[config.mk]
export PLATFORM = sky130hd
export DESIGN_NAME = gb_cpu_top
export DESIGN_NICKNAME = d
export VERILOG_FILES = /design/src/bus_pkg.sv /design/src/isa_pkg.sv /design/src/cpu_bus_if.sv /design/src/alu8.sv /design/src/bus_sequencer.sv /design/src/cpu_control.sv /design/src/gb_cpu_top.sv /design/src/reg_file.sv
export SDC_FILE = /design/constraint.sdc
export NUM_CORES = 1
export LEC_CHECK = 0
export ABC_AREA = 1
export ABC_CLOCK_PERIOD_IN_PS = 13880
export BUFFER_PORTS_ARGS = -buffer_cell sky130_fd_sc_hd__buf_2
export CAP_MARGIN = 20
export CORE_ASPECT_RATIO = 0.9
export CORE_UTILIZATION = 45
export DETAILED_ROUTE_END_ITERATION = 6
export PLACE_DENSITY = 0.61
export SYNTH_ARGS = -nofsm -noshare
export SYNTH_HDL_FRONTEND = slang
export SYNTH_SLANG_ARGS = --single-unit
[constraint.sdc]
create_clock -name clk -period 13.88 [get_ports clk]
set_input_delay 0 -clock clk [delete_from_list [all_inputs] [get_ports clk]]
set_output_delay 0 -clock clk [all_outputs]
set_load 0.02 [all_outputs]
[src/bus_pkg.sv]
package bus_pkg;

	typedef logic [15:0] addr_t;
	typedef logic [7:0] data_t;

	// Kind of memory machine cycle
	typedef enum logic [1:0] {
		fetch_op, fetch_imm, read_mem, write_mem
	} mcycle_e;

	// The four clocks of one machine cycle
	typedef enum logic [1:0] {
		ph_addr, ph_strobe, ph_capture, ph_release
	} phase_e;

endpackage

[src/isa_pkg.sv]
package isa_pkg;

	// ----------------------------------------
	// Decoded instruction classes
	// ----------------------------------------
	typedef enum logic [3:0] {
		grp_nop,		// Also any opcode outside this core
		grp_ld_r_r,		// LD r,r' / LD r,(HL) / LD (HL),r
		grp_ld_r_d8,
		grp_ld_rr_d16,	// BC, DE, HL
		grp_alu_r,		// ALU op with register or (HL)
		grp_alu_d8,		// ALU op with immediate
		grp_inc_dec,
		grp_cpl,
		grp_scf,
		grp_ccf,
		grp_jp,			// JP a16 and JP cc,a16
		grp_jr			// JR e8 and JR cc,e8
	} op_group_e;

	// ALU operations, first eight in opcode bits 5:3 order
	typedef enum logic [3:0] {
		add, adc, sub, sbc, and_op, xor_op, or_op, cp,
		inc, dec, cpl
	} alu_op_e;

	// Register field encoding of the opcode
	typedef enum logic [2:0] {
		b, c, d, e, h, l, mem_hl, a
	} reg_idx_e;

	// Bit positions inside the F nibble
	localparam int flag_z = 3;
	localparam int flag_n = 2;	// Last op was a subtract
	localparam int flag_h = 1;	// Half carry
	localparam int flag_c = 0;

endpackage

[src/cpu_bus_if.sv]
interface cpu_bus_if;
	import bus_pkg::*;

	mcycle_e kind;	// Next cycle kind, valid at ph_addr
	addr_t adr;		// Next cycle address
	data_t wdata;	// Store byte for write_mem
	phase_e phase;	// Current clock of the machine cycle
	data_t rdata;	// Byte captured at ph_capture

	modport ctrl (
		output kind, adr, wdata,
		input phase, rdata
	);

	modport seq (
		input kind, adr, wdata,
		output phase, rdata
	);

endinterface

[src/alu8.sv]
module alu8 (
	input isa_pkg::alu_op_e op,
	input bus_pkg::data_t a_in, b_in,
	input logic carry_in,
	output bus_pkg::data_t result,
	output logic [3:0] flags
);
	import isa_pkg::*;
	import bus_pkg::*;

	data_t opnd;		// Second operand, 1 for INC/DEC
	logic cin;			// Carry or borrow in
	logic sub_op;
	logic [8:0] sum;	// Bit 8 is carry or borrow out of bit 7
	logic [4:0] half;	// Bit 4 is carry or borrow out of bit 3
	logic fl_n, fl_h, fl_c;

	always_comb
	begin
		opnd = (op inside {inc, dec}) ? 8'h01 : b_in;
		cin = (op inside {adc, sbc}) ? carry_in : 1'b0;
		sub_op = op inside {sub, sbc, cp, dec};
		if (sub_op)
		begin
			sum = {1'b0, a_in} - {1'b0, opnd} - {8'h00, cin};
			half = {1'b0, a_in[3:0]} - {1'b0, opnd[3:0]} - {4'h0, cin};
		end
		else
		begin
			sum = {1'b0, a_in} + {1'b0, opnd} + {8'h00, cin};
			half = {1'b0, a_in[3:0]} + {1'b0, opnd[3:0]} + {4'h0, cin};
		end

		// Arithmetic defaults, logic ops override below
		result = sum[7:0];
		fl_n = sub_op;
		fl_h = half[4];
		fl_c = sum[8];
		case (op)
			and_op:
			begin
				result = a_in & opnd;
				fl_h = 1'b1;
				fl_c = 1'b0;
			end
			xor_op:
			begin
				result = a_in ^ opnd;
				fl_h = 1'b0;
				fl_c = 1'b0;
			end
			or_op:
			begin
				result = a_in | opnd;
				fl_h = 1'b0;
				fl_c = 1'b0;
			end
			cpl:
			begin
				result = ~a_in;
				fl_n = 1'b1;
				fl_h = 1'b1;
				fl_c = carry_in;
			end
			inc, dec: fl_c = carry_in;	// C unchanged
			default: ;
		endcase

		flags[flag_z] = (result == 8'h00);
		flags[flag_n] = fl_n;
		flags[flag_h] = fl_h;
		flags[flag_c] = fl_c;
	end

endmodule

[src/bus_sequencer.sv]
module bus_sequencer (
	input logic clk, reset,
	input bus_pkg::data_t din,
	output bus_pkg::addr_t adr,
	output bus_pkg::data_t dout,
	output logic ddrv, read, write,
	cpu_bus_if.seq bus
);
	import bus_pkg::*;

	phase_e phase;	// Free running, one step per clock
	mcycle_e kind;	// Kind of the cycle in flight
	data_t rdata;	// Captured read byte

	assign bus.phase = phase;
	assign bus.rdata = rdata;

	// ----------------------------------------
	// Phase counter and strobes
	// ----------------------------------------
	always_ff @(posedge clk)
	begin
		if (reset)
		begin
			phase <= ph_addr;
			ddrv <= 1'b0;
			read <= 1'b0;
			write <= 1'b0;
		end
		else
		begin
			phase <= phase_e'(phase + 2'd1);	// Wraps back to ph_addr
			case (phase)
				ph_addr: ddrv <= (bus.kind == write_mem);	// Release data bus for reads
				ph_strobe:
				begin
					read <= (kind != write_mem);
					write <= (kind == write_mem);
				end
				ph_capture: write <= 1'b0;	// Write pulse is one clock
				ph_release: read <= 1'b0;
				default: ;
			endcase
		end
	end

	// ----------------------------------------
	// Address, data out and captured byte
	// ----------------------------------------
	always_ff @(posedge clk)
	begin
		if (phase == ph_addr)
		begin
			kind <= bus.kind;
			adr <= bus.adr;
			if (bus.kind == write_mem)
				dout <= bus.wdata;
		end
		if ((phase == ph_capture) && (kind != write_mem))
			rdata <= din;	// Memory answers while read is high
	end

endmodule

[src/cpu_control.sv]
module cpu_control #(
	parameter bus_pkg::addr_t reset_pc = 16'h0000	// First fetch address
) (
	input logic clk, reset,
	cpu_bus_if.ctrl bus,
	output logic wr_en,
	output isa_pkg::reg_idx_e wr_sel,
	output bus_pkg::data_t wr_data,
	output logic pair_wr_en,
	output logic [1:0] pair_sel,
	output bus_pkg::addr_t pair_data,
	output isa_pkg::reg_idx_e rd_sel_src, rd_sel_dst,
	input bus_pkg::data_t src, dst, acc,
	input bus_pkg::addr_t hl,
	output isa_pkg::alu_op_e alu_op,
	output bus_pkg::data_t alu_a, alu_b,
	output logic alu_carry,
	input bus_pkg::data_t alu_result,
	input logic [3:0] alu_flags,
	output bus_pkg::addr_t pc,
	output logic [3:0] f
);
	import isa_pkg::*;
	import bus_pkg::*;

	typedef enum logic [2:0] {
		ifetch, imml_fetch, immh_fetch, mem_read, mem_write, jump
	} state_e;

	state_e state, next_state;
	data_t op, imml, immh;	// Opcode and immediate latches
	data_t opc;				// Opcode under decode
	op_group_e grp;
	logic src_mem, dst_mem;	// Field selects (HL)
	logic taken, exec, release_ph;
	addr_t add16;
	logic [3:0] f_next;

	assign release_ph = (bus.phase == ph_release);
	assign opc = (state == ifetch) ? bus.rdata : op;	// Opcode byte is live at ifetch commit
	assign src_mem = (opc[2:0] == 3'd6);
	assign dst_mem = (opc[5:3] == 3'd6);
	assign rd_sel_src = reg_idx_e'(opc[2:0]);
	assign rd_sel_dst = reg_idx_e'(opc[5:3]);

	// Unconditional JP has op[0] set, unconditional JR op[5] clear
	assign taken = ((grp == grp_jp) ? opc[0] : !opc[5])
		|| ((opc[4] ? f[flag_c] : f[flag_z]) == opc[3]);
	// PC+1 at ph_strobe, PC+e8 at a JR commit
	assign add16 = pc + ((bus.phase == ph_strobe) ? 16'd1 : {{8{imml[7]}}, imml});

	// ----------------------------------------
	// Decode
	// ----------------------------------------
	always_comb
	begin
		casez (opc)
			8'h34, 8'h35, 8'h76: grp = grp_nop;	// (HL) INC/DEC, HALT
			8'h18, 8'h20, 8'h28, 8'h30, 8'h38: grp = grp_jr;
			8'hc2, 8'hc3, 8'hca, 8'hd2, 8'hda: grp = grp_jp;
			8'h2f: grp = grp_cpl;
			8'h37: grp = grp_scf;
			8'h3f: grp = grp_ccf;
			8'b00??_0001: grp = grp_ld_rr_d16;
			8'b00??_?110: grp = grp_ld_r_d8;
			8'b00??_?10?: grp = grp_inc_dec;
			8'b01??_????: grp = grp_ld_r_r;
			8'b10??_????: grp = grp_alu_r;
			8'b11??_?110: grp = grp_alu_d8;
			default: grp = grp_nop;
		endcase
		case (grp)
			grp_inc_dec: alu_op = opc[0] ? dec : inc;
			grp_cpl: alu_op = cpl;
			default: alu_op = alu_op_e'({1'b0, opc[5:3]});	// Bits 5:3 pick the op
		endcase
	end

	assign alu_a = (grp == grp_inc_dec) ? dst : acc;
	assign alu_b = ((state == imml_fetch) || (state == mem_read)) ? bus.rdata : src;
	assign alu_carry = f[flag_c];

	// ----------------------------------------
	// Bus requests for the next cycle
	// ----------------------------------------
	always_comb
	begin
		case (state)
			ifetch: bus.kind = fetch_op;
			imml_fetch, immh_fetch: bus.kind = fetch_imm;
			mem_write: bus.kind = write_mem;
			default: bus.kind = read_mem;	// (HL) read, or idle read at PC in jump
		endcase
	end

	assign bus.adr = ((state == mem_read) || (state == mem_write)) ? hl : pc;
	assign bus.wdata = src;	// LD (HL),r

	// ----------------------------------------
	// Sequencing and commit
	// ----------------------------------------
	always_comb
	begin
		next_state = ifetch;
		case (state)
			ifetch:
			begin
				if (grp inside {grp_ld_r_d8, grp_ld_rr_d16, grp_alu_d8, grp_jp, grp_jr})
					next_state = imml_fetch;
				else if ((grp inside {grp_ld_r_r, grp_alu_r}) && src_mem)
					next_state = mem_read;
				else if ((grp == grp_ld_r_r) && dst_mem)
					next_state = mem_write;
			end
			imml_fetch:
			begin
				if (grp inside {grp_ld_rr_d16, grp_jp})
					next_state = immh_fetch;
				else if ((grp == grp_jr) && taken)
					next_state = jump;
			end
			immh_fetch:
				if ((grp == grp_jp) && taken)
					next_state = jump;
			default: ;
		endcase
	end

	// Last machine cycle of the instruction
	assign exec = release_ph && (next_state == ifetch) && (state != mem_write);

	always_comb
	begin
		wr_en = 1'b0;
		wr_sel = rd_sel_dst;
		wr_data = alu_b;	// Plain loads pass the operand
		pair_wr_en = 1'b0;
		pair_sel = opc[5:4];
		pair_data = {bus.rdata, imml};	// High byte arrives last
		f_next = f;
		if (exec)
		begin
			case (grp)
				grp_ld_r_r, grp_ld_r_d8: wr_en = 1'b1;
				grp_ld_rr_d16: pair_wr_en = 1'b1;
				grp_alu_r, grp_alu_d8:
				begin
					wr_en = (opc[5:3] != 3'd7);	// CP keeps A
					wr_sel = a;
					wr_data = alu_result;
					f_next = alu_flags;
				end
				grp_inc_dec:
				begin
					wr_en = 1'b1;
					wr_data = alu_result;
					f_next = alu_flags;
				end
				grp_cpl:
				begin
					wr_en = 1'b1;
					wr_sel = a;
					wr_data = alu_result;
					f_next[flag_n] = alu_flags[flag_n];	// Z and C kept
					f_next[flag_h] = alu_flags[flag_h];
				end
				grp_scf, grp_ccf:
				begin
					f_next[flag_n] = 1'b0;
					f_next[flag_h] = 1'b0;
					f_next[flag_c] = (grp == grp_scf) || !f[flag_c];
				end
				default: ;	// NOP, JP, JR
			endcase
		end
	end

	always_ff @(posedge clk)
	begin
		if (reset)
		begin
			state <= ifetch;
			pc <= reset_pc;
			f <= 4'h0;
		end
		else
		begin
			if ((bus.phase == ph_strobe) && (state inside {ifetch, imml_fetch, immh_fetch}))
				pc <= add16;
			if (release_ph)
			begin
				state <= next_state;
				f <= f_next;
				if (state == jump)
					pc <= (grp == grp_jp) ? {immh, imml} : add16;
			end
		end
	end

	always_ff @(posedge clk)
	begin
		if (release_ph)
		begin
			case (state)
				ifetch: op <= bus.rdata;
				imml_fetch: imml <= bus.rdata;
				immh_fetch: immh <= bus.rdata;
				default: ;
			endcase
		end
	end

endmodule

[src/gb_cpu_top.sv]
module gb_cpu_top #(
	parameter bus_pkg::addr_t reset_pc = 16'h0000
) (
	input logic clk, reset,
	input bus_pkg::data_t din,
	output bus_pkg::addr_t adr,
	output bus_pkg::data_t dout,
	output logic ddrv, read, write,
	output bus_pkg::addr_t pc,
	output logic [3:0] f
);
	import isa_pkg::*;
	import bus_pkg::*;

	// Register file port
	logic wr_en, pair_wr_en;
	reg_idx_e wr_sel, rd_sel_src, rd_sel_dst;
	data_t wr_data, src, dst, acc;
	logic [1:0] pair_sel;
	addr_t pair_data, hl;

	// ALU port
	alu_op_e alu_op;
	data_t alu_a, alu_b, alu_result;
	logic alu_carry;
	logic [3:0] alu_flags;

	cpu_bus_if bus ();

	bus_sequencer u_seq (
		.clk(clk), .reset(reset), .din(din), .adr(adr), .dout(dout),
		.ddrv(ddrv), .read(read), .write(write), .bus(bus)
	);

	cpu_control #(.reset_pc(reset_pc)) u_ctrl (
		.clk(clk), .reset(reset), .bus(bus),
		.wr_en(wr_en), .wr_sel(wr_sel), .wr_data(wr_data),
		.pair_wr_en(pair_wr_en), .pair_sel(pair_sel), .pair_data(pair_data),
		.rd_sel_src(rd_sel_src), .rd_sel_dst(rd_sel_dst),
		.src(src), .dst(dst), .acc(acc), .hl(hl),
		.alu_op(alu_op), .alu_a(alu_a), .alu_b(alu_b), .alu_carry(alu_carry),
		.alu_result(alu_result), .alu_flags(alu_flags),
		.pc(pc), .f(f)
	);

	reg_file u_regs (
		.clk(clk), .reset(reset),
		.wr_en(wr_en), .wr_sel(wr_sel), .wr_data(wr_data),
		.pair_wr_en(pair_wr_en), .pair_sel(pair_sel), .pair_data(pair_data),
		.rd_sel_src(rd_sel_src), .rd_sel_dst(rd_sel_dst),
		.src(src), .dst(dst), .acc(acc), .hl(hl)
	);

	alu8 u_alu (
		.op(alu_op), .a_in(alu_a), .b_in(alu_b), .carry_in(alu_carry),
		.result(alu_result), .flags(alu_flags)
	);

endmodule

[src/reg_file.sv]
module reg_file (
	input logic clk, reset,
	input logic wr_en,
	input isa_pkg::reg_idx_e wr_sel,
	input bus_pkg::data_t wr_data,
	input logic pair_wr_en,
	input logic [1:0] pair_sel,	// 0 BC, 1 DE, 2 HL
	input bus_pkg::addr_t pair_data,
	input isa_pkg::reg_idx_e rd_sel_src, rd_sel_dst,
	output bus_pkg::data_t src, dst, acc,
	output bus_pkg::addr_t hl
);
	import isa_pkg::*;
	import bus_pkg::*;

	data_t reg_b, reg_c, reg_d, reg_e, reg_h, reg_l, reg_a;

	// Byte read by opcode field
	function automatic data_t pick(reg_idx_e idx);
		case (idx)
			b: return reg_b;
			c: return reg_c;
			d: return reg_d;
			e: return reg_e;
			h: return reg_h;
			l: return reg_l;
			a: return reg_a;
			default: return 8'h00;	// (HL) operand comes from the bus
		endcase
	endfunction

	always_comb
	begin
		src = pick(rd_sel_src);
		dst = pick(rd_sel_dst);
	end

	assign acc = reg_a;
	assign hl = {reg_h, reg_l};	// Memory pointer

	always_ff @(posedge clk)
	begin
		if (reset)
		begin
			{reg_b, reg_c, reg_d, reg_e} <= '0;
			{reg_h, reg_l, reg_a} <= '0;
		end
		else if (pair_wr_en)
		begin
			case (pair_sel)
				2'd0: {reg_b, reg_c} <= pair_data;
				2'd1: {reg_d, reg_e} <= pair_data;
				2'd2: {reg_h, reg_l} <= pair_data;
				default: ;	// No SP in this core
			endcase
		end
		else if (wr_en)
		begin
			case (wr_sel)
				b: reg_b <= wr_data;
				c: reg_c <= wr_data;
				d: reg_d <= wr_data;
				e: reg_e <= wr_data;
				h: reg_h <= wr_data;
				l: reg_l <= wr_data;
				a: reg_a <= wr_data;
				default: ;	// Stores to (HL) go out on the bus
			endcase
		end
	end

endmodule

# After elaboration in Yosys (flattened, before gate mapping)
# Index checks and enable logic that the tools add are counted.
[totals] register_bits=142 ram_bits=0 output_inout_bits=47 n_memories=0 mem_bits_ro=0 latch_bits=0 input_bits=10
[op_classes] shifts=0 div=0 add_sub_neg=10 bitwise_logic=5 reduce_logical=67 n_lt_le_gt_ge=0 n_mux=69 n_eq_ne=83 n_mul=0
[op_table] cell="$mux 8" n=30
[op_table] cell="$pmux 8 s7" n=2
[op_table] cell="$mux 16" n=6
[op_table] cell="$eq 8x6->1 const B" n=9
[op_table] cell="$eq 8x8->1 const B" n=5
[op_table] cell="$eq 3x3->1 const B" n=13
[op_table] cell="$eq 4x3->1 const B" n=8
[op_table] cell="$pmux 4 s8" n=1
[op_table] cell="$pmux 8 s4" n=1
[op_table] cell="$reduce_bool 2->1" n=15
[op_table] cell="$eq 4x4->1 const B" n=7
[op_table] cell="$reduce_and 3->1" n=9
[op_table] cell="$eq 3x2->1 const B" n=8
[op_table] cell="$mux 3" n=8
[op_table] cell="$eq 4x2->1 const B" n=5
[op_table] cell="$add 16x16->16" n=1
[op_table] cell="$logic_not 3->1" n=5
[op_table] cell="$reduce_or 3->1" n=5
[op_table] cell="$eq 2x2->1 const B" n=6
[op_table] cell="$eq 3x1->1 const B" n=4
[op_table] cell="$pmux 1 s2" n=6
[op_table] cell="$pmux 3 s4" n=1
[op_table] cell="$reduce_or 2->1" n=5
[op_table] cell="$reduce_or 5->1" n=2
[op_table] cell="other kinds (43)" n=72

# Depth between registers and ports, before layout
# Gate-level depths: netlist of the first run.
[logic_depth] depth_word=20 depth_mapped=35 depth_no_buf=33

# Modules after synthesis
# Synthesis of the first run repeated with hierarchy kept, for this count alone.
[hier_totals] hier_cells=1580 hier_area_um2=10790.3
[modules_own_cells] mod="cpu_control" seq_area_each_um2=1181.1 cells_each=579 instances=1 area_each_um2=4160.2
[modules_own_cells] mod="reg_file" seq_area_each_um2=1121.1 cells_each=619 instances=1 area_each_um2=3656.0
[modules_own_cells] mod="alu8" seq_area_each_um2=0.0 cells_each=317 instances=1 area_each_um2=1711.6
[modules_own_cells] mod="bus_sequencer" seq_area_each_um2=1121.1 cells_each=65 instances=1 area_each_um2=1262.5

# Worst setup path before layout of the first run
# No wires, ideal clock.
[synth_timing] kind="register to register" from="register u_ctrl.state[1]" to="register u_regs.reg_c[6]" arrival_ns=4.315 path_stages_with_launch=35 path_buffers=2 slack_ns=9.501 cell_sequence="dfxtp_1 nor2_4 nand2_4 buf_8 nand2_8 nand2_8 inv_6 buf_8 nor2_1 inv_1 o22ai_1 a21oi_1 o2111ai_1 nand2_1 o21ai_0 nor2_1 inv_1 fa_1 fa_1 inv_1 nor2_1 o21ai_0 inv_1 nor2_1 nor2_1 nor2_1 nor2_1 xor2_1 o211ai_1 nand2_1 o21ai_1 nand2_1 nand2_1 nor2_1 nor2_1"
[synth_between] word_cells_on_any_way=134
[synth_lines] element="from (decl)" line="cpu_control.sv:30" rtl="state_e state, next_state;"
[synth_lines] element="from (signal assigned)" line="cpu_control.sv:182" rtl="state <= ifetch;"
[synth_lines] element="from (signal assigned)" line="cpu_control.sv:192" rtl="state <= next_state;"
[synth_lines] element="$logic_not 3->1 *" line="cpu_control.sv:40" rtl="assign opc = (state == ifetch) ? bus.rdata : op;"
[synth_lines] element="$mux 8 *" line="cpu_control.sv:40"
[synth_lines] element="named net rd_sel_src[2]" line="gb_cpu_top.sv:17" rtl="reg_idx_e wr_sel, rd_sel_src, rd_sel_dst;"
[synth_lines] element="$eq 3x3->1 (tied with other cells)" line="reg_file.sv:20" rtl="case (idx)"
[synth_lines] element="$pmux 8 s7 *" line="reg_file.sv:20"
[synth_lines] element="named net bus.wdata[0]" line="cpu_bus_if.sv:6" rtl="data_t wdata;"
[synth_lines] element="$mux 8 *" line="cpu_control.sv:80" rtl="assign alu_b = ((state == imml_fetch) || (state == mem_read)) ? bus.rdata : src;"
[synth_lines] element="$mux 8 *" line="alu8.sv:20" rtl="opnd = (op inside {inc, dec}) ? 8'h01 : b_in;"
[synth_lines] element="$add 8x8->9 or $sub 8x8->9 (tied branches)" line="alu8.sv:30, alu8.sv:25"
[synth_lines] element="$add 9x1->9 or $sub 9x1->9 (tied branches)" line="alu8.sv:30, alu8.sv:25"
[synth_lines] element="$mux 9 *" line="alu8.sv:23" rtl="if (sub_op)"
[synth_lines] element="$pmux 8 s4 *" line="alu8.sv:39" rtl="case (op)"
[synth_lines] element="$mux 8 *" line="cpu_control.sv:143" rtl="case (grp)"
[synth_lines] element="$mux 8 *" line="cpu_control.sv:141" rtl="if (exec)"
[synth_lines] element="$mux 8 *" line="reg_file.sv:59" rtl="case (wr_sel)"
[synth_lines] element="$mux 8 *" line="reg_file.sv:57" rtl="else if (wr_en)"
[synth_lines] element="$mux 8 *" line="reg_file.sv:48" rtl="else if (pair_wr_en)"
[synth_lines] element="to (signal assigned)" line="reg_file.sv:51" rtl="2'd0: {reg_b, reg_c} <= pair_data;"
[synth_lines] element="to (signal assigned)" line="reg_file.sv:61" rtl="c: reg_c <= wr_data;"
[synth_lines] element="to (decl)" line="reg_file.sv:16" rtl="data_t reg_b, reg_c, reg_d, reg_e, reg_h, reg_l, reg_a;"
# The timed path passes the listed nets; every way through them passes the cells marked *. The select of a mux whose other input is x is not followed.
# A chain may end at the register's enable or synchronous reset.

# Worst setup path after layout of the first run
[layout_timing] from="register u_ctrl.state[1]" to="register u_regs.reg_h[6]"
[layout_between] word_cells_on_any_way=134
[layout_lines] element="$logic_not 3->1 *" line="cpu_control.sv:40"
[layout_lines] element="$mux 8 *" line="cpu_control.sv:40"
[layout_lines] element="named net rd_sel_src[1]" line="gb_cpu_top.sv:17"
[layout_lines] element="$eq 3x3->1 (tied with other cells)" line="reg_file.sv:20"
[layout_lines] element="$pmux 8 s7 *" line="reg_file.sv:20"
[layout_lines] element="named net bus.wdata[0]" line="cpu_bus_if.sv:6"
[layout_lines] element="$mux 8 *" line="cpu_control.sv:80"
[layout_lines] element="$mux 8 *" line="alu8.sv:20"
[layout_lines] element="$add 8x8->9 or $sub 8x8->9 (tied branches)" line="alu8.sv:30, alu8.sv:25"
[layout_lines] element="$add 9x1->9 or $sub 9x1->9 (tied branches)" line="alu8.sv:30, alu8.sv:25"
[layout_lines] element="$mux 9 *" line="alu8.sv:23"
[layout_lines] element="$pmux 8 s4 *" line="alu8.sv:39"
[layout_lines] element="$mux 8 *" line="cpu_control.sv:143"
[layout_lines] element="$mux 8 *" line="cpu_control.sv:141"
[layout_lines] element="$mux 8 *" line="reg_file.sv:59"
[layout_lines] element="$mux 8 *" line="reg_file.sv:57"
[layout_lines] element="$mux 8 *" line="reg_file.sv:48"
[layout_lines] element="to (signal assigned)" line="reg_file.sv:53" rtl="2'd2: {reg_h, reg_l} <= pair_data;"
[layout_lines] element="to (signal assigned)" line="reg_file.sv:64" rtl="h: reg_h <= wr_data;"
[layout_lines] element="to (decl)" line="reg_file.sv:16"
# Marked as above.

==> impl_metrics.env, run 1 <==
export IMPL_final_max_slew_violation_count=0
export IMPL_areaGrowthSynthToFinish_pct=11.68
export IMPL_worst_slack_ns=8.336
export IMPL_syn_nets=1417
export IMPL_clockBufferDepth=2
export IMPL_fin_crit_sh_pct=39.94
export IMPL_wire_per_inst_um=19.31
export IMPL_cellLeakagePower_nw=5.140
export IMPL_dp_worst_setup_slack_ns=8.435
export IMPL_ant_nets=0
export IMPL_status="completed"
export IMPL_fill_cells=2165
export IMPL_hold_viol=0
export IMPL_row_count=50
export IMPL_path_delay_family="simple AND/OR/NAND/NOR gates"
export IMPL_critPathMostFrequentCell="nor2_1"
export IMPL_fin_skew_ns=0.01178
export IMPL_yosysTopAreaCellShare_pct=18.05
export IMPL_ys_types=53
export IMPL_start_util_pct=46.17
export IMPL_dp_hpwl_um=25330
export IMPL_cpPeakStageDelay_ns=0.45
export IMPL_relSlewSlack_pct=32.13
export IMPL_ir_drop_mv=0.06363
export IMPL_ys_seq_elements=142
export IMPL_ys_async_sr_fraction_pct=0
export IMPL_cts_setup_buffers=0
export IMPL_synth_edf_count=58
export IMPL_place_congestion=1.013
export IMPL_crit_buf_inv=4
export IMPL_synthTopCellsByArea="edfxtp_1, dfxtp_1, nand2_1, nor2_1, inv_1"
export IMPL_sw_frac_of_total_pct=35.96
export IMPL_cts_root_buffer="clkbuf_16"
export IMPL_multi_input_area_mm2=0.005258
export IMPL_synth_top_cell_by_area="edfxtp_1"
export IMPL_vias=9419
export IMPL_start_kind="flip-flop"
export IMPL_syn_avg_cell_area_um2=7.120
export IMPL_p_comb_share_pct=23.5
export IMPL_rsz0062_at_grt="false"
export IMPL_syn_inst=1355
export IMPL_num_io_pins=57
export IMPL_cts_htree_levels=4
export IMPL_fin_setup_tns_ns=0
export IMPL_drv_cap=0
export IMPL_cts_tree="built"
export IMPL_synth_seq_area_share_pct=35.48
export IMPL_antenna_found_initial=0
export IMPL_regArea_mm2=0.003423
export IMPL_grt_pass1_vias=8645
export IMPL_top_regs="u_ctrl.pc (16), u_seq.adr (16)"
export IMPL_via_per_inst=5.534
export IMPL_die_h_um=140.9
export IMPL_clock_sinks=142
export IMPL_fp_dieArea_mm2=0.02203
export IMPL_totalWireLength_um=32860
export IMPL_fin_util_pct=51.57
export IMPL_min_period_ns=5.544
export IMPL_yosysWarnings=0
export IMPL_grtUsageTotal_pct=30.83
export IMPL_r2r_slack_ns=8.34
export IMPL_grt_max_degree=66
export IMPL_fin_nets=1465
export IMPL_worstSetupEndpointType="flip-flop"
export IMPL_die_x_um=156.3
export IMPL_cts_repair_resized=0
export IMPL_drtPass1Iterations=7
export IMPL_power_switching_uw=442.1
export IMPL_cts_clk_slew_worst_paths_ns=0.07
export IMPL_drtIter0Drc=1170
export IMPL_drc_errors=0
export IMPL_path_max_fanout=14
export IMPL_pwr_density_cell_mw_per_mm2=114.1
export IMPL_cp_arrival_ns=5.92
export IMPL_clock_latency_ns=0.44
export IMPL_grt_pass1_wl_um=50750
export IMPL_slowest_stage="fa_1"
export IMPL_seqPwrFrac_pct=38.3
export IMPL_grt_overflow=0
export IMPL_cts_buffers=17
export IMPL_critical_path_class="flip-flop to flip-flop"
export IMPL_synth_ff_type="dfxtp_1"
export IMPL_cp_data_required_time_ns=14.26
export IMPL_drive_gt1_share_pct=11.23
export IMPL_holdCritPathClass="input pin to flip-flop"
export IMPL_coreArea_mm2=0.02090
export IMPL_setup_violations_final=0
export IMPL_max_clock_freq_mhz=180.4
export IMPL_p_int_uw=787.4
export IMPL_diodes=0
export IMPL_netlist_area_mm2=0.009648
export IMPL_worst_pin_slew_ns=1.018
export IMPL_pwr_share_clk_pct=38.2
export IMPL_io_buffers=56
[area by class of cell]
cell class | instances | area share [%]
clock buffers | 18 | 4.180
multi-input cells | 981 | 48.79
flip-flops and latches | 142 | 31.77
repair buffers | 69 | 3.902
inverters | 192 | 6.735
well taps | 286 | 3.321
clock inverters | 14 | 1.301
[power groups by stage]
stage               Combinational [mW]  Sequential, mW  Clock (mW)
CTS                              0.283           0.471       0.469
global route                     0.319           0.472       0.488
floorplan                        0.194           0.490           0
finish                           0.289           0.471       0.469
detailed placement               0.279           0.480           0
global placement                 0.279           0.480           0
[Yosys cell counts (2+ instances only)]
master,n
nand2_1,322
nor2_1,192
inv_1,183
a21oi_1,99
dfxtp_1,84
o21ai_0,78
edfxtp_1,58
nand3_1,58
ha_1,47
o22ai_1,20
clkbuf_1,17
nand2_2,17
a22oi_1,15
xor2_1,15
nand3_2,10
o21ai_1,10
a221oi_1,9
o211ai_1,9
inv_2,8
nor2_4,8
buf_2,7
nand4_1,7
a211oi_1,6
buf_6,6
fa_1,5
nand2_4,5
nor3_1,5
o2111ai_1,5
xnor2_1,5
buf_1,4
buf_4,4
a31oi_1,3
nor2_2,3
or2_2,3
a21oi_4,2
a32oi_1,2
buf_8,2
nand2_8,2
nand3_4,2
nand3b_1,2
nor3_2,2
o211a_1,2
o221ai_1,2
[path summary, 6_finish.rpt]
path / from / endpoint / cells past startpoint
setup / recovery: u_ctrl.state[1]$_SDFFE_PP0N_ / u_regs.reg_h[6]$_SDFFE_PP0P_ / 32
hold / removal: din[7] / u_seq.bus.rdata[7]$_DFFE_PP_ / 2
setup reg to reg: u_ctrl.state[1]$_SDFFE_PP0N_ / u_regs.reg_h[6]$_SDFFE_PP0P_ / 32
hold reg to reg: u_ctrl.f[2]$_SDFFE_PP0P_ / u_ctrl.f[2]$_SDFFE_PP0P_ / 2
[cells in the final DEF, fill, tap and decap left out, drive strengths merged, types with 3 or more instances in the layout]
master and count:
nand2 346, nor2 204, inv 201, a21oi 101
o21ai 89, dfxtp 84, nand3 70, buf 60
edfxtp 58, ha 47, o22ai 20, clkbuf 18
a22oi 15, xor2 15, o211ai 9, a221oi 9
dlygate4sd3 9, nand4 8, nor3 7, a211oi 6
o2111ai 5, xnor2 5, fa 5, or2 3
a31oi 3, clkinv 3
[logic make-up after synthesis]
kind of cell	Yosys count	synth area share [%]
compound gates	267	16.16
buf+inv	232	10.02
flops	142	35.48
xor+xnor	20	1.816
fa+ha+maj	52	7.133
simple gates	642	29.39
[per-layer routing]
layer  global-route usage (%)  routed length, um  vias up
met2                    45.56              14070      413
met4                    7.843                604        0
met3                    4.857               2644       54
met5                        0                  0        -
met1                    46.31              15550     4420
li1                         -                  -     4532
[through the flow]
stage / area, um2 / hold WS, ns / std cells / power, mW
5_1_grt: 10780 / 0.2793 / 1702 / 1.279
4_1_cts: 10740 / 0.2593 / 1700 / 1.223
3_3_place_gp: 10060 / 0.1769 / 1659 / 0.7590
6_report: 10780 / 0.2685 / 1702 / 1.230
2_1_floorplan: 9648 / 0.09887 / 1355 / 0.6831
3_5_place_dp: 10060 / 0.1781 / 1659 / 0.7593
[repair_timing]
action                                 4_1_cts  5_1_grt
endpoints found under the hold margin       10        0
setup endpoints to repair                    0        0
hold buffers                                 9        0
(Power assumes the default switching activity.)
==> run 2, diff against run 1 <==
- ABC_CLOCK_PERIOD_IN_PS: 13880 -> 4600
- PLACE_DENSITY: 0.61 -> 0.63
- clock period: 13.88 -> 4.6 ns (I/O delays scaled with it)
==> run 2 against run 1 <==
  * Die area unchanged
  * Sequential share of layout area shrank 3.6 points
  * Cell count up 7.1%
  * Critical endpoint is now u_ctrl.f[3]$_SDFFE_PP0P_
  * Worst setup slack lost 8.1 ns
  * Design area grew 13%
  * Clock skew shrank 0.0013 ns
  * Non-clock buffer count grew 120
  * Combinational power grew to 3.9 times the previous value
  * Global-route usage fell by 0.59 points
  * Clock power rose to 3.0 times the previous value
==> impl_metrics.env, run 2 (synthesized netlist as in run 1, its figures left out) <==
export IMPL_status="completed"
export IMPL_cts_clk_slew_worst_paths_ns=0.07
export IMPL_drtPass1Iterations=6
export IMPL_cp_arrival_ns=4.75
export IMPL_coreArea_mm2=0.02090
export IMPL_fin_skew_ns=0.01052
export IMPL_io_buffers=56
export IMPL_fin_crit_sh_pct=95.22
export IMPL_grt_pass1_vias=9125
export IMPL_vias=9875
export IMPL_cts_htree_levels=4
export IMPL_totalWireLength_um=33200
export IMPL_die_x_um=156.3
export IMPL_critPathMostFrequentCell="nand3_2"
export IMPL_crit_buf_inv=6
export IMPL_antenna_found_initial=0
export IMPL_hold_viol=0
export IMPL_cts_tree="built"
export IMPL_pwr_density_cell_mw_per_mm2=327.0
export IMPL_fp_dieArea_mm2=0.02203
export IMPL_slowest_stage="fa_2"
export IMPL_clock_sinks=142
export IMPL_finalNonFillerCells=1823
export IMPL_drtIter0Drc=879
export IMPL_clockBufferDepth=2
export IMPL_path_max_fanout=6
export IMPL_place_congestion=1.036
export IMPL_drc_errors=0
export IMPL_areaGrowthSynthToFinish_pct=26.22
export IMPL_dp_cells=1748
export IMPL_via_per_inst=5.417
export IMPL_final_cell_mix="nand2_1, nor2_1, inv_1"
export IMPL_fin_nets=1586
export IMPL_cellLeakagePower_nw=5.817
export IMPL_hold_slack_ns=0.2687
export IMPL_top_regs="u_ctrl.pc (16), u_seq.adr (16)"
export IMPL_dp_hpwl_um=24900
export IMPL_final_max_slew_violation_count=0
export IMPL_start_kind="flip-flop"
export IMPL_drive_gt1_share_pct=24.59
export IMPL_cts_buffers=17
export IMPL_fill_cells=1991
export IMPL_cpPeakStageDelay_ns=0.40
export IMPL_min_period_ns=4.380
export IMPL_seqPwrFrac_pct=35.6
export IMPL_sw_frac_of_total_pct=35.01
export IMPL_setup_violations_final=0
export IMPL_path_delay_family="simple AND/OR/NAND/NOR gates"
export IMPL_holdCritPathClass="input pin to flip-flop"
export IMPL_fin_util_pct=58.28
export IMPL_wire_per_inst_um=18.21
export IMPL_grt_pass1_wl_um=50340
export IMPL_clock_latency_ns=0.44
export IMPL_power_switching_mw=1.394
export IMPL_critical_path_class="flip-flop to flip-flop"
export IMPL_rsz0062_at_grt="true"
export IMPL_grt_overflow=0
export IMPL_row_count=50
export IMPL_max_clock_freq_mhz=228.3
export IMPL_cp_data_required_time_ns=4.97
export IMPL_grtUsageTotal_pct=30.23
export IMPL_relSlewSlack_pct=30.77
export IMPL_drv_cap=0
export IMPL_grt_max_degree=66
export IMPL_die_h_um=140.9
export IMPL_p_comb_share_pct=28.5
export IMPL_ant_nets=0
export IMPL_ir_drop_mv=0.2206
export IMPL_num_io_pins=57
export IMPL_p_int_mw=2.588
export IMPL_worst_pin_slew_ns=1.036
export IMPL_worstSetupEndpointType="flip-flop"
export IMPL_cts_root_buffer="clkbuf_16"
export IMPL_diodes=0
export IMPL_start_util_pct=46.17
export IMPL_final_common_cell="nand2_1"
export IMPL_pwr_share_clk_pct=36.0
## run 2: cell count changes in the layout (fill, tap and decap cells not counted), sizes merged
cell | before | now
inv | 201 | 199
clkbuf | 18 | 19
nand2 | 346 | 347
bufinv | 0 | 1
clkinv | 3 | 4
buf | 60 | 180
clkinvlp | 2 | 1
## run 2: area by class of cell
type	count	area [um2]	area share (%)
well taps	286	357.8	2.938
multi-input cells	982	5723	46.99
repair buffers	189	1340	11.00
clock buffers	19	454.2	3.730
inverters	192	732.0	6.010
clock inverters	13	145.1	1.192
flip-flops and latches	142	3426	28.13
## run 2: layer usage
layer	share of wire, %	global-route usage, %	vias up	routed length, um
li1	-	-	4779	-
met1	45	42.49	4598	14910
met2	43	45.00	431	14420
met3	9.3	7.624	67	3092
met4	2.4	9.959	0	782
met5	0	0	-	0
## run 2: through the flow
step	area, um2	worst slack, ns	TNS [ns]	power, mW
final	12180	0.2199	0	3.982
after global routing	12180	-0.05953	-0.2351	4.141
after CTS	11450	0.02105	0	3.828
after detailed placement	10730	-0.1768	-1.457	2.397
after global placement	10730	-0.1645	-1.306	2.395
after floorplan	9648	0.2209	0	2.061
## run 2: path summary, 6_finish.rpt
check	from	to	slack (ns)	cells past startpoint
setup / recovery	u_ctrl.state[0]$_SDFFE_PP0N_	u_ctrl.f[3]$_SDFFE_PP0P_	0.22	33
hold / removal	din[1]	u_seq.bus.rdata[1]$_DFFE_PP_	0.27	2
setup reg to reg	u_ctrl.state[0]$_SDFFE_PP0N_	u_ctrl.f[3]$_SDFFE_PP0P_	0.22	33
hold reg to reg	u_ctrl.f[1]$_SDFFE_PP0P_	u_ctrl.f[1]$_SDFFE_PP0P_	0.47	2
## run 2: power by group through the flow
stage | logic, mW | clock network (mW) | registers (mW)
floorplan | 0.584 | 0 | 1.48
global placement | 0.953 | 0 | 1.44
detailed placement | 0.956 | 0 | 1.44
CTS | 0.974 | 1.44 | 1.41
global route | 1.23 | 1.49 | 1.42
finish | 1.13 | 1.43 | 1.42
## run 2: timing repair
item / CTS / global route
setup endpoints to repair: 18 / 30
cloned: 0 / 1
resized for setup: 6 / 133
pin swaps: 1 / 46
buffers inserted: 2 / 31
hold buffers: 9 / 0
hold endpoints to repair: 10 / 0
